[src/hdl/tm_sch_pkg.sv]
package tm_sch_pkg;

        // ########################################
        // Widths
        // ########################################
        localparam int PIO_NBITS       = 32;                   // PIO data and address.
        localparam int QUEUE_ID_NBITS  = 8;                    // One queue id.
        localparam int ENTRY_NBITS     = 2 * QUEUE_ID_NBITS;   // High and low queue.
        localparam int SCH_ID_NBITS    = 6;                    // Scheduler id, memory index.
        localparam int SCH_DEPTH       = 1 << SCH_ID_NBITS;    // Entries per bank.
        localparam int NUM_PRI         = 8;                    // Priority levels, one bank each.
        localparam int PRI_NBITS       = 3;                    // Priority index.

        // ########################################
        // PIO address map
        // ########################################
        localparam int PRI_CTRL_BASE     = 1;  // Region code in addr[15:11].
        localparam int ADDR_REGION_LSB   = 11;
        localparam int ADDR_REGION_NBITS = 5;
        localparam int ADDR_BANK_LSB     = 8;  // Bank is addr[10:8].
        localparam int ADDR_IDX_LSB      = 2;  // Entry index is addr[7:2].

        typedef enum logic [1:0] {
                PIO_IDLE,
                PIO_READ,
                PIO_WRITE
        } pio_op_e;

        typedef struct packed {
                pio_op_e                op;
                logic [PIO_NBITS-1:0]   addr;
                logic [PIO_NBITS-1:0]   din;
        } pio_req_t;

        typedef struct packed {
                logic                   ack;
                logic [PIO_NBITS-1:0]   rdata;
        } pio_rsp_t;

        typedef struct packed {
                logic [QUEUE_ID_NBITS-1:0] queue_hi;
                logic [QUEUE_ID_NBITS-1:0] queue_lo;
        } pri_entry_t;

        typedef struct packed {
                logic [SCH_ID_NBITS-1:0] sch_id;
                logic [NUM_PRI-1:0]      pri_mask; // Bit n set means priority n is active.
        } sch_req_t;

        typedef struct packed {
                logic [PRI_NBITS-1:0]   pri;
                pri_entry_t             entry;
        } sch_rsp_t;

endpackage

[src/hdl/pio_decode.sv]
`timescale 1ns/10ps

module pio_decode
        import tm_sch_pkg::*;
(
        input  logic                                    clk,
        input  logic                                    rst_n,

        input  pio_req_t                                pio_req,
        output logic [NUM_PRI-1:0]                      reg_ms,

        input  logic [NUM_PRI-1:0]                      mem_ack,
        input  logic [NUM_PRI-1:0][PIO_NBITS-1:0]       mem_rdata,
        output pio_rsp_t                                pio_rsp
);

        logic                           region_hit;
        logic [PRI_NBITS-1:0]           bank;
        logic [NUM_PRI-1:0]             pend_ms;        // Banks selected last cycle.
        logic [NUM_PRI-1:0]             ack_ok;

        assign region_hit = pio_req.addr[ADDR_REGION_LSB +: ADDR_REGION_NBITS] ==
                            ADDR_REGION_NBITS'(PRI_CTRL_BASE);
        assign bank       = pio_req.addr[ADDR_BANK_LSB +: PRI_NBITS];

        always_comb begin
                reg_ms = '0;
                if (region_hit && (pio_req.op != PIO_IDLE)) begin
                        reg_ms[bank] = 1'b1;    // One-hot bank select.
                end
        end

        always_ff @(posedge clk) begin
                if (!rst_n) begin
                        pend_ms <= '0;
                end else begin
                        pend_ms <= reg_ms;
                end
        end

        // Only an ack from the bank we selected counts.
        assign ack_ok = mem_ack & pend_ms;

        always_comb begin
                pio_rsp.ack   = |ack_ok;
                pio_rsp.rdata = '0;
                for (int i = 0; i < NUM_PRI; i++) begin
                        pio_rsp.rdata = pio_rsp.rdata | (mem_rdata[i] & {PIO_NBITS{ack_ok[i]}});
                end
        end

endmodule

[config.mk]
export PLATFORM = sky130hd
export DESIGN_NAME = pio_decode
export DESIGN_NICKNAME = d
export VERILOG_FILES = /design/src/hdl/tm_sch_pkg.sv /design/src/hdl/pio_decode.sv
export SDC_FILE = /design/constraint.sdc
export NUM_CORES = 1
export LEC_CHECK = 0
export BUFFER_PORTS_ARGS = -buffer_cell sky130_fd_sc_hd__buf_2
export CORE_AREA = 5 5 141 143
export CTS_BUF_LIST = sky130_fd_sc_hd__clkbuf_8
export CTS_CLUSTER_SIZE = 28
export DETAILED_ROUTE_END_ITERATION = 10
export DIE_AREA = 0 0 146 148
export GPL_TIMING_DRIVEN = 0
export SYNTH_ARGS = -nofsm -noshare
export SYNTH_HDL_FRONTEND = slang
export SYNTH_SLANG_ARGS = --single-unit
[constraint.sdc]
create_clock -name clk -period 2.88 [get_ports clk]
set_input_delay 0.72 -clock clk [delete_from_list [all_inputs] [get_ports clk]]
set_output_delay 0.72 -clock clk [all_outputs]
set_load 0.01 [all_outputs]
==> impl_metrics.ini <==
[logic_synthesis]
synth_edf_count = 0
netlist_area_um2 = 2374
synth.area.top_cells = and3_1, a22oi_1, a2111oi_2
synthMuxAreaShare_pct = 0
synth_nets = 635
async_reset_ff_share_pct = 0
synth_top_family_by_area = compound AO/OA/AOI/OAI gates
synth_cell_types = 26
yosys.area_share.simple_pct = 40.33
syn_inst = 303
synth_fa_ha_area_share_pct = 0
synth_warnings = 0
yosysSeqAreaShare_pct = 6.747
ys_seq_elements = 8
synthXorXnorAreaFrac_pct = 0
ys.flop_type = dfxtp_1
synth_top_area_share_pct = 23.72
synth.avg_cell_area_um2 = 7.833
yosys.area.top_type = and3_1
synth_compound_gate_area_share_pct = 44.33

[timing]
rsz0062_at_grt = false
tns_ps = 0
whs_ps = 755.1
fin_crit_sh_pct = 98.73
maxSlewHeadroom_pct = 60.21
maxSlewViolCount = 0
setup_ws_ps = 36.61
setup_viol = 0
finalHoldViolCount = 0
min_period_ps = 2843
worst_pin_slew_ps = 596.9
timing.fmax_mhz = 351.7

[route]
ant_nets = 0
drtIter0Drc = 169
wire_per_inst_um = 20.34
vias_per_cell = 4.611
vias = 3942
dr.pass1.iters = 4
wl_mm = 17.39
drc_errors = 0

[hold_path]
hold_class = input port to register
whs_path_depth = 2
min_to = pend_ms[4]
hp-start = pio_req[40]

[grt]
grt_max_degree = 11
grt_overflow = 0
first_global_vias = 4106
antenna_found_initial = 0
grt_pass1_wl_mm = 24.57
grt_usage_pct = 14.67

[clock_network]
cts_buffer_depth = 2
cts_buffers = 3
ctsHoldBuffers = 0
cts_max_level = 1
cts.sinks = 8
cts_root_buf = clkbuf_8
tritoncts = built
clkSlewWorstSetupHoldPaths_ps = 40

[floorplan]
core_area_um2 = 18460
die-height_um = 148
io_pins = 373
std_cell_rows = 50
initial_core_util_pct = 12.86
die_x_um = 146
die_area_um2 = 21610

[cells_and_area]
reg.largest.list = pend_ms: 8 flops
syn_to_final_growth_pct = 84.40
final_cell_mix = buf_2, and3_1, a22oi_1
drive_above_1_share_pct = 60.39
nets = 955
final_common_cell = buf_2
antenna_cells = 0
fillers = 2087
top_register = pend_ms
largest_register_ffs = 8
fin_util_pct = 23.72

[placement]
io_buffers = 316
dp_slack_ps = -147.5
globalplace.congestion = 0.8849
place_hpwl_mm = 14.82

[outcome]
status = finished clean

[power]
total_power_uw = 488.9
leakage_uw = 0.002567
powerDensity_nw_per_um2 = 111.7
ir_drop_mv = 0.1410

[critical_path]
crit_type = input port to primary output
arrival_ps = 2120
startpoint_type = input port
cp-end-kind = primary output
crit_fanout = 10
worstPathRequired_ps = 2160

[flow_run]
maxCapViolCount = 0
-- through the flow --
step / std cells / cell area (um2)
global placement: 853 / 4248
CTS: 856 / 4340
detailed placement: 853 / 4248
finish: 855 / 4377
floorplan: 303 / 2374
global route: 855 / 4377
-- what timing repair did --
item                                    CTS  global route
endpoints found under the setup margin    4            16
resized for setup                         5             8
buffers inserted                          0             0
hold endpoints to repair                  0             0
-- cell families (layout without fill, tap and decap cells) --
family,Yosys count,in the layout
AOI/OAI and AO/OA,99,99
buffers and inverters,37,355
and+or+nand+nor,159,159
DFF,8,8
-- synth_stat cells, drive strengths merged, types with 2 or more instances --
| master | instances |
|---|---|
| a2111oi | 32 |
| buf | 15 |
| and3 | 96 |
| a22oi | 65 |
| nor2 | 12 |
| and2 | 5 |
| nor3 | 4 |
| dfxtp | 8 |
| nand2b | 2 |
| clkbuf | 22 |
| nand3 | 34 |
-- worst max-delay path by stage --
stage | from | to | slack, ps | cells past startpoint
final | mem_ack[0] | pio_rsp[2] | 40 | 6
after global routing | mem_ack[0] | pio_rsp[30] | 0.1 | 6
after CTS | mem_ack[0] | pio_rsp[23] | 20 | 6
after detailed placement | mem_ack[0] | pio_rsp[13] | -150 | 6
after global placement | mem_ack[0] | pio_rsp[13] | -150 | 6
after floorplan | mem_ack[4] | pio_rsp[10] | 610 | 4
-- power breakdown --
group,internal [uW],switching (uW)
logic,145,101
registers,111,0.206
clock network,90.2,40.5
total,347,142
-- critical path, cell delays in order --
cell	delay [ps]
buf_2	180
clkbuf_1	260
and3_1	250
a2111oi_2	420
nand3_1	110
buf_2	170
-- cell type report --
| class | instances | area, um2 | area share (%) |
|---|---|---|---|
| Clock buffer | 3 | 41.29 | 0.9434 |
| Tap cell | 234 | 292.8 | 6.690 |
| Sequential cell | 8 | 160.2 | 3.659 |
| Timing Repair Buffer | 316 | 1582 | 36.13 |
| Multi-Input combinational cell | 258 | 2097 | 47.91 |
| Buffer | 36 | 203.9 | 4.660 |
-- routing by layer --
layer / up-vias / GRT usage, % / wire, um
li1: 1886 / - / -
met1: 1814 / 18.64 / 7344
met2: 228 / 26.08 / 8475
met3: 14 / 2.912 / 1362
met4: 0 / 2.540 / 208
met5: - / 0 / 0
No activity file was read; power rests on OpenSTA's default activity.
