--- src/hdl/tm_sch_pkg.sv ---
package tm_sch_pkg;

        // ########################################
        // Widths
        // ########################################
        localparam int PIO_NBITS       = 32;                   // PIO data and address.
        localparam int QUEUE_ID_NBITS  = 8;                    // One queue id.
        localparam int ENTRY_NBITS     = 2 * QUEUE_ID_NBITS;   // High and low queue.
        localparam int SCH_ID_NBITS    = 6;                    // Scheduler id, memory index.
        localparam int SCH_DEPTH       = 1 << SCH_ID_NBITS;    // Entries per bank.
        localparam int NUM_PRI         = 8;                    // Priority levels, one bank each.
        localparam int PRI_NBITS       = 3;                    // Priority index.

        // ########################################
        // PIO address map
        // ########################################
        localparam int PRI_CTRL_BASE     = 1;  // Region code in addr[15:11].
        localparam int ADDR_REGION_LSB   = 11;
        localparam int ADDR_REGION_NBITS = 5;
        localparam int ADDR_BANK_LSB     = 8;  // Bank is addr[10:8].
        localparam int ADDR_IDX_LSB      = 2;  // Entry index is addr[7:2].

        typedef enum logic [1:0] {
                PIO_IDLE,
                PIO_READ,
                PIO_WRITE
        } pio_op_e;

        typedef struct packed {
                pio_op_e                op;
                logic [PIO_NBITS-1:0]   addr;
                logic [PIO_NBITS-1:0]   din;
        } pio_req_t;

        typedef struct packed {
                logic                   ack;
                logic [PIO_NBITS-1:0]   rdata;
        } pio_rsp_t;

        typedef struct packed {
                logic [QUEUE_ID_NBITS-1:0] queue_hi;
                logic [QUEUE_ID_NBITS-1:0] queue_lo;
        } pri_entry_t;

        typedef struct packed {
                logic [SCH_ID_NBITS-1:0] sch_id;
                logic [NUM_PRI-1:0]      pri_mask; // Bit n set means priority n is active.
        } sch_req_t;

        typedef struct packed {
                logic [PRI_NBITS-1:0]   pri;
                pri_entry_t             entry;
        } sch_rsp_t;

endpackage

--- src/hdl/tm_pri_sch.sv ---
`timescale 1ns/10ps

module tm_pri_sch
        import tm_sch_pkg::*;
(
        input  logic                                    clk,
        input  logic                                    rst_n,

        input  logic                                    sch_req_valid,
        input  sch_req_t                                sch_req,

        output logic [NUM_PRI-1:0]                      app_rd,
        output logic [NUM_PRI-1:0][SCH_ID_NBITS-1:0]    app_raddr,

        input  logic [NUM_PRI-1:0]                      app_ack,
        input  pri_entry_t [NUM_PRI-1:0]                app_rdata,

        output logic                                    sch_rsp_valid,
        output sch_rsp_t                                sch_rsp
);

        logic                           pri_hit;
        logic [PRI_NBITS-1:0]           pri_sel;
        logic [PRI_NBITS-1:0]           pri_d1;         // Chosen priority, bank read cycle.
        logic [PRI_NBITS-1:0]           pri_d2;         // Chosen priority, ack cycle.

        // ########################################
        // Lowest set bit of the mask wins
        // ########################################
        always_comb begin
                pri_hit = 1'b0;
                pri_sel = '0;
                for (int i = NUM_PRI - 1; i >= 0; i--) begin
                        if (sch_req.pri_mask[i]) begin
                                pri_hit = 1'b1;
                                pri_sel = PRI_NBITS'(i);
                        end
                end
        end

        always_ff @(posedge clk) begin
                if (!rst_n) begin
                        app_rd <= '0;
                end else begin
                        app_rd <= '0;
                        if (sch_req_valid && pri_hit) begin
                                app_rd[pri_sel] <= 1'b1;
                        end
                end
        end

        // All banks see the same index, only one is strobed.
        always_ff @(posedge clk) begin
                for (int i = 0; i < NUM_PRI; i++) begin
                        app_raddr[i] <= sch_req.sch_id;
                end
                pri_d1 <= pri_sel;
                pri_d2 <= pri_d1;
        end

        // ########################################
        // Response, two cycles after the request
        // ########################################
        assign sch_rsp_valid = |app_ack;
        assign sch_rsp.pri   = pri_d2;
        assign sch_rsp.entry = app_rdata[pri_d2];

endmodule

--- config.mk ---
export PLATFORM = sky130hd
export DESIGN_NAME = tm_pri_sch
export DESIGN_NICKNAME = d
export VERILOG_FILES = /design/src/hdl/tm_sch_pkg.sv /design/src/hdl/tm_pri_sch.sv
export SDC_FILE = /design/constraint.sdc
export NUM_CORES = 1
export LEC_CHECK = 0
export BUFFER_PORTS_ARGS = -buffer_cell sky130_fd_sc_hd__buf_2
export CORE_ASPECT_RATIO = 2
export CORE_MARGIN = 8
export CORE_UTILIZATION = 37
export DETAILED_ROUTE_END_ITERATION = 8
export GPL_ROUTABILITY_DRIVEN = 0
export PLACE_DENSITY = 0.86
export SYNTH_ARGS = -nofsm -noshare
export SYNTH_HDL_FRONTEND = slang
export SYNTH_SLANG_ARGS = --single-unit
--- constraint.sdc ---
create_clock -name clk -period 4.45 [get_ports clk]
set_input_delay 0.89 -clock clk [delete_from_list [all_inputs] [get_ports clk]]
set_output_delay 0.89 -clock clk [all_outputs]
set_load 0.01 [all_outputs]
==> results of run 1 <==
## sequential cells by signal, indices dropped and copies added, names as in the netlist
signal	flops
app_rd	8
pri_d2	3
pri_d1	3
app_raddr	6
## routing by layer
| layer | up-vias | wire length, um |
|---|---|---|
| met3 | 25 | 1193 |
| met5 | - | 16 |
| met2 | 150 | 4534 |
| met4 | 4 | 276 |
| li1 | 922 | - |
| met1 | 908 | 2216 |
## layout make-up
type,count,area share [%]
Sequential cell,20,14.06
Tap cell,58,2.541
Clock buffer,4,1.927
Timing Repair Buffer,228,39.95
Multi-Input combinational cell,76,41.52
## per-stage QoR
stage / total power [mW] / cell area (um2) / utilization [%] / hold WS (ns)
floorplan: 0.3445 / 1967 / - / 0.3096
global placement: 0.4280 / 2801 / 54.52 / 0.3136
detailed placement: 0.4369 / 2801 / 54.52 / 0.3120
CTS: 0.5771 / 2856 / 55.59 / 0.3284
global route: 0.5989 / 2856 / 55.59 / 0.3346
finish: 0.5660 / 2856 / 55.59 / 0.3277
## critical path, stage by stage, from the launching register on
cell,delay (ns)
dfxtp_2,0.90
mux4_1,0.72
mux2_2,0.30
buf_2,0.14
## Yosys cell counts (2+ instances only)
master and instances:
clkbuf_1 2, mux4_2 4, nand2_1 2, mux4_1 28
dfxtp_1 20, nor2_1 2, mux2_2 16, nor2b_1 2
a21oi_1 2, buf_6 4, buf_1 2, buf_4 42
and2_1 2, nor3_1 3, o21ai_0 2, nor4_1 3
## final timing paths
path                                start    endpoint  slack [ns]  cells past startpoint
worst max-delay path            pri_d2[0]  sch_rsp[9]        1.23                      3
worst min-delay path            pri_d1[0]   pri_d2[0]        0.33                      0
worst max register to register  pri_d1[1]   pri_d2[1]        4.05                      0
worst min register to register  pri_d1[0]   pri_d2[0]        0.33                      0
## power by group through the flow
stage                     Combinational, mW  Clock [mW]  Sequential [mW]
after floorplan                       0.146           0            0.199
after global placement                0.218           0            0.210
after detailed placement              0.226           0            0.211
after CTS                             0.226       0.144            0.207
after global routing                  0.239       0.151            0.209
final                                 0.223       0.136            0.207
## kinds of logic after synthesis
kind of cell | count (synthesis) | share of synthesized area, %
buffers and inverters | 51 | 19.34
multiplexers | 48 | 51.15
flip-flops | 20 | 20.36
AND/OR/NAND/NOR | 19 | 6.044
AO/OA/AOI/OAI | 9 | 3.118
==> summary.md, run 1 <==
| Metric | Value |
|---|---|
| Status | finished clean |
| Crit path required time | 3.56 ns |
| Yosys warns | 0 |
| Routed WL | 8237 um |
| Fraction of layout instances using a drive strength above 1 | 77.74% |
| Max-cap violation count | 0 |
| Core Area | 0.005139 mm2 |
| Grt met2 use | 37.09% |
| N_diodes | 0 |
| Cts bufs inserted | 3 |
| Net Sw Power | 160.0 uW |
| Slew Limit Fails | 0 |
| Clock sinks | 20 |
| Slew margin rel. | 19.53% |
| Yosys top cell area share | 37.40% |
| Post-Synthesis Cells | 147 |
| Rows | 37 |
| H-Tree Level Count | 1 |
| Drt pass-1 iters | 4 |
| GRT Util Overall | 18.84% |
| Syn_nets | 300 |
| Dpl ws | 1.504 ns |
| Die Area | 0.008046 mm2 |
| Initial Utilization | 38.28% |
| Worst hold path class | reg2reg |
| Setup bufs post-CTS | 0 |
| Sequential-to-total area share from yosys stat | 20.36% |
| Area of the multi-input gates | 0.001186 mm2 |
| Clock skew | 0.0001055 ns |
| Critical Path AT | 2.33 ns |
| Unique masters post-synth | 27 |
| Die X | 67.56 um |
| Clk_lat worst skew | 0.26 ns |
| RSZ-0062 raised after global routing | no |
| Part of the power in the clock network | 24.0% |
| WL per Instance | 21.34 um |
| First DRT Iteration DRCs | 112 |
| DP HPWL | 7391 um |
| CTS tree | built |
| Combinational Power Share | 39.4% |
| GRT overflow | 0 |
| Leading cell type in the layout, fill and taps excluded | buf_2 |
| PD cells | 198.2 mW/mm2 |
| DRT antenna net count | 0 |
| IO buf count | 228 |
| Async SR Flop Fraction | 0% |
| Clk buf depth | 2 |
| Flops & latches, synth | 20 |
| Least-Margin Pin Slew | 1.205 ns |
| Vias in the first global route | 2252 |
| Number of fill cells | 458 |
| Internal cell power | 406.1 uW |
| Crit-path max FO | 33 |
| Initial antenna violation count | 2 |
| Ys flop type | dfxtp_1 |
| Post-Syn Area | 0.001967 mm2 |
| Final non-filler cell total | 386 |
| Leakage | 1.497 nW |
| # DRC | 0 |
| Die H | 119.1 um |
| Switching share of power | 28.26% |
| Pin count of the biggest net entering global routing | 34 |
| Final setup margin | 1.232 ns |
| Final worst path period share | 72.32% |
| Post-CTS Resized | 0 |
| Setup Crit Path Kind | reg2out |
| Fin crit period | 3.218 ns |
| M3 GR Usage | 8.357% |
| Hold-fix buffers, CTS | 0 |
| CP Capture Type | output pin |
| Layout area overhead | 45.23% |
| Vias/cell | 5.205 |
| Post-synth EDFFs | 0 |
| Max Clock Freq | 310.7 MHz |
| Setup TNS | 0 ns |
| Fraction of power consumed by sequential logic | 36.5% |
| Crit path launch type | flop |
| Global-route wire length before repair | 11560 um |
| Placed cells | 382 |
| Nets@finish | 482 |
| Gr busiest metal | met2 |
| Post-synth top area cell | mux4_1 |
| Flip-flop and latch area | 401.6 um2 |
| Setup violators final | 0 |
| Synth area leaders | mux4_1 37%, dfxtp_1 20%, buf_4 16%, mux2_2 9.2%, mux4_2 4.6% |
| I/O pin total | 229 |
| Final hold vios | 0 |
| Syn avg cell area | 13.38 um2 |
| Most frequent cells in the layout | 228 x buf_2, 28 x mux4_1, 19 x dfxtp_1 |
| Worst-path clk slew | 0.07 ns |
| Maximum vdd drop | 0.0002270 V |
| Met1 Track Usage GR | 14.29% |
| Clock root buffer | clkbuf_8 |
| Vias | 2009 |
Note: power is estimated with default switching activity, not from simulation.
==> run 2, diff against run 1 <==
--- a/config.mk
+++ b/config.mk
@@ -5,13 +5,14 @@
 export SDC_FILE = /design/constraint.sdc
 export NUM_CORES = 1
 export LEC_CHECK = 0
+export ABC_AREA = 1
 export BUFFER_PORTS_ARGS = -buffer_cell sky130_fd_sc_hd__buf_2
 export CORE_ASPECT_RATIO = 2
 export CORE_MARGIN = 8
-export CORE_UTILIZATION = 37
+export CORE_UTILIZATION = 32
 export DETAILED_ROUTE_END_ITERATION = 8
 export GPL_ROUTABILITY_DRIVEN = 0
-export PLACE_DENSITY = 0.86
+export PLACE_DENSITY = 0.77
 export SYNTH_ARGS = -nofsm -noshare
 export SYNTH_HDL_FRONTEND = slang
 export SYNTH_SLANG_ARGS = --single-unit
==> constraint.sdc (replaced) <==
create_clock -name clk -period 2.94 [get_ports clk]
set_input_delay 0.588 -clock clk [delete_from_list [all_inputs] [get_ports clk]]
set_output_delay 0.588 -clock clk [all_outputs]
set_load 0.01 [all_outputs]
==> summary.md, run 2 <==
| Metric | Value |
|---|---|
| Ys flop type | dfxtp_1 |
| Crit path required time | 2.35 ns |
| Final worst path period share | 83.42% |
| Yosys warns | 0 |
| Post-synth EDFFs | 0 |
| Yosys top cell area share | 19.20% |
| R2r setup slk | 2.55 ns |
| Final core occ | 47.93% |
| Die H | 130.2 um |
| CP Capture Type | output pin |
| Post-Syn Area | 0.002086 mm2 |
| Slew Limit Fails | 0 |
| Async SR Flop Fraction | 0% |
| Grt met2 use | 32.22% |
| Max Clock Freq | 407.7 MHz |
| Fraction of layout instances using a drive strength above 1 | 44.30% |
| Largest reg by FF count | app_rd |
| Leading cell type in the layout, fill and taps excluded | buf_2 |
| Slew margin rel. | 64.79% |
| Clk buf depth | 2 |
| Hold-fix buffers, CTS | 0 |
| DRT antenna net count | 0 |
| Placed cells | 626 |
| Core Area | 0.006310 mm2 |
| WL per Instance | 14.83 um |
| GRT overflow | 0 |
| Most common cell in the netlist | nor2_1 |
| Worst R2R End | pri_d2[0] |
| Post-synth top area cell | dfxtp_1 |
| Worst-path clk slew | 0.05 ns |
| Pin count of the biggest net entering global routing | 36 |
| Crit-path max FO | 33 |
| Clk_lat worst skew | 0.25 ns |
| Vias/cell | 4.759 |
| CTS tree | built |
| Fin crit period | 2.453 ns |
| Flops & latches, synth | 20 |
| Die X | 73.09 um |
| Critical Path AT | 1.86 ns |
| R2R depth | 0 |
| Most frequent cells in the layout | 228 x buf_2, 104 x nor2_1, 63 x nand2_1 |
| Clock skew | 0.00006403 ns |
| I/O pin total | 229 |
| Worst hold path class | reg2reg |
| H-Tree Level Count | 1 |
| Worst Hold Launch | pri_d1[1] |
| Syn_nets | 525 |
| Setup TNS | 0 ns |
| Cts bufs inserted | 3 |
| RSZ-0062 raised after global routing | no |
| Routed WL | 9431 um |
| Clock root buffer | clkbuf_16 |
| Rows | 41 |
| Synth top cells by count | 104 x nor2_1, 63 x nand2_1, 62 x o21ai_1 |
| Synth area leaders | dfxtp_1 19%, nor2_1 19%, buf_4 16%, o21ai_1 15%, nand2_1 11% |
| Nets@finish | 698 |
| Worst setup path start | pri_d2[1] |
| Regs by FF count | app_rd (8), app_raddr (6) |
| Die Area | 0.009514 mm2 |
| Maximum vdd drop | 0.0003488 V |
| Layout area overhead | 44.99% |
| GRT Util Overall | 17.97% |
| Tot Pwr | 998.3 uW |
| Gr busiest metal | met2 |
| Final hold vios | 0 |
| Sequential-to-total area share from yosys stat | 19.20% |
| Least-Margin Pin Slew | 0.5275 ns |
| Max-cap violation count | 0 |
| First DRT Iteration DRCs | 242 |
| IO buf count | 228 |
| Vias in the first global route | 2988 |
| Worst setup endpoint | sch_rsp[1] |
| M3 GR Usage | 5.842% |
| Vias | 3027 |
| Met1 Track Usage GR | 17.26% |
| Initial antenna violation count | 2 |
| Crit path launch type | flop |
| Clock sinks | 20 |
| Leakage | 1.705 nW |
| DP HPWL | 7937 um |
| PD cells | 330.1 mW/mm2 |
| Final non-filler cell total | 636 |
| Initial Utilization | 33.06% |
| Post-CTS Resized | 0 |
| Setup violators final | 0 |
| Status | finished clean |
| Drt pass-1 iters | 4 |
| Syn avg cell area | 5.607 um2 |
| Unique masters post-synth | 17 |
| Global-route wire length before repair | 13740 um |
| # DRC | 0 |
| Setup bufs post-CTS | 0 |
| Post-Synthesis Cells | 372 |
| Max reg flops | 8 |
| Setup Crit Path Kind | reg2out |
| Worst reg2reg startpoint | pri_d1[0] |
==> run 2: critical path, stage by stage (launching register included) <==
cell and delay [ns]:
dfxtp_2 0.66, buf_4 0.38, o21ai_0 0.15, o21ai_1 0.16, nand2_1 0.06, nand2_1 0.07, buf_2 0.12
==> run 2: how the worst min path moves through the flow <==
stage	to	slack [ns]	cells after the start
after floorplan	pri_d2[0]	0.31	0
after global placement	pri_d2[2]	0.31	0
after detailed placement	pri_d2[1]	0.31	0
after CTS	pri_d2[1]	0.33	0
after global routing	pri_d2[1]	0.33	0
final	pri_d2[1]	0.32	0
==> run 2: per-layer routing <==
| metal | wire length [um] | up-vias |
|---|---|---|
| met5 | 0 | - |
| met4 | 392 | 0 |
| met3 | 1094 | 22 |
| met2 | 4625 | 211 |
| met1 | 3318 | 1293 |
| li1 | - | 1501 |
==> run 2: layout make-up <==
class,count,area (um2)
Timing Repair Buffer,233,1191
Multi-Input combinational cell,274,1170
Fill cell,680,3286
Inverter,13,48.80
Clock buffer,4,88.84
Antenna cell,6,15.01
Sequential cell,20,402.9
Tap cell,86,107.6
==> run 2: kinds of logic (layout without fill, tap and decap cells) <==
kind of cell | after synthesis | count (layout) | synth area share (%)
AO/OA/AOI/OAI | 100 | 100 | 24.00
buffers and inverters | 78 | 250 | 24.71
AND/OR/NAND/NOR | 174 | 174 | 32.09
other | 0 | 6 | 0
flip-flops | 20 | 20 | 19.20
==> run 2: power breakdown <==
part / total (mW) / switching [mW] / leakage, nW / internal (mW)
Clock: 0.299 / 0.0924 / 0.0442 / 0.207
Combinational: 0.403 / 0.218 / 1.49 / 0.185
Sequential: 0.296 / 0.0143 / 0.165 / 0.282
==> run 2: per-stage QoR <==
stage | setup WS [ns] | instance area (um2) | hold WS, ns
final | 0.4873 | 3024 | 0.3242
after global routing | 0.2905 | 3014 | 0.3274
after CTS | 0.4844 | 3009 | 0.3254
after detailed placement | 0.7592 | 2920 | 0.3120
after global placement | 0.8101 | 2920 | 0.3127
after floorplan | 1.284 | 2086 | 0.3096
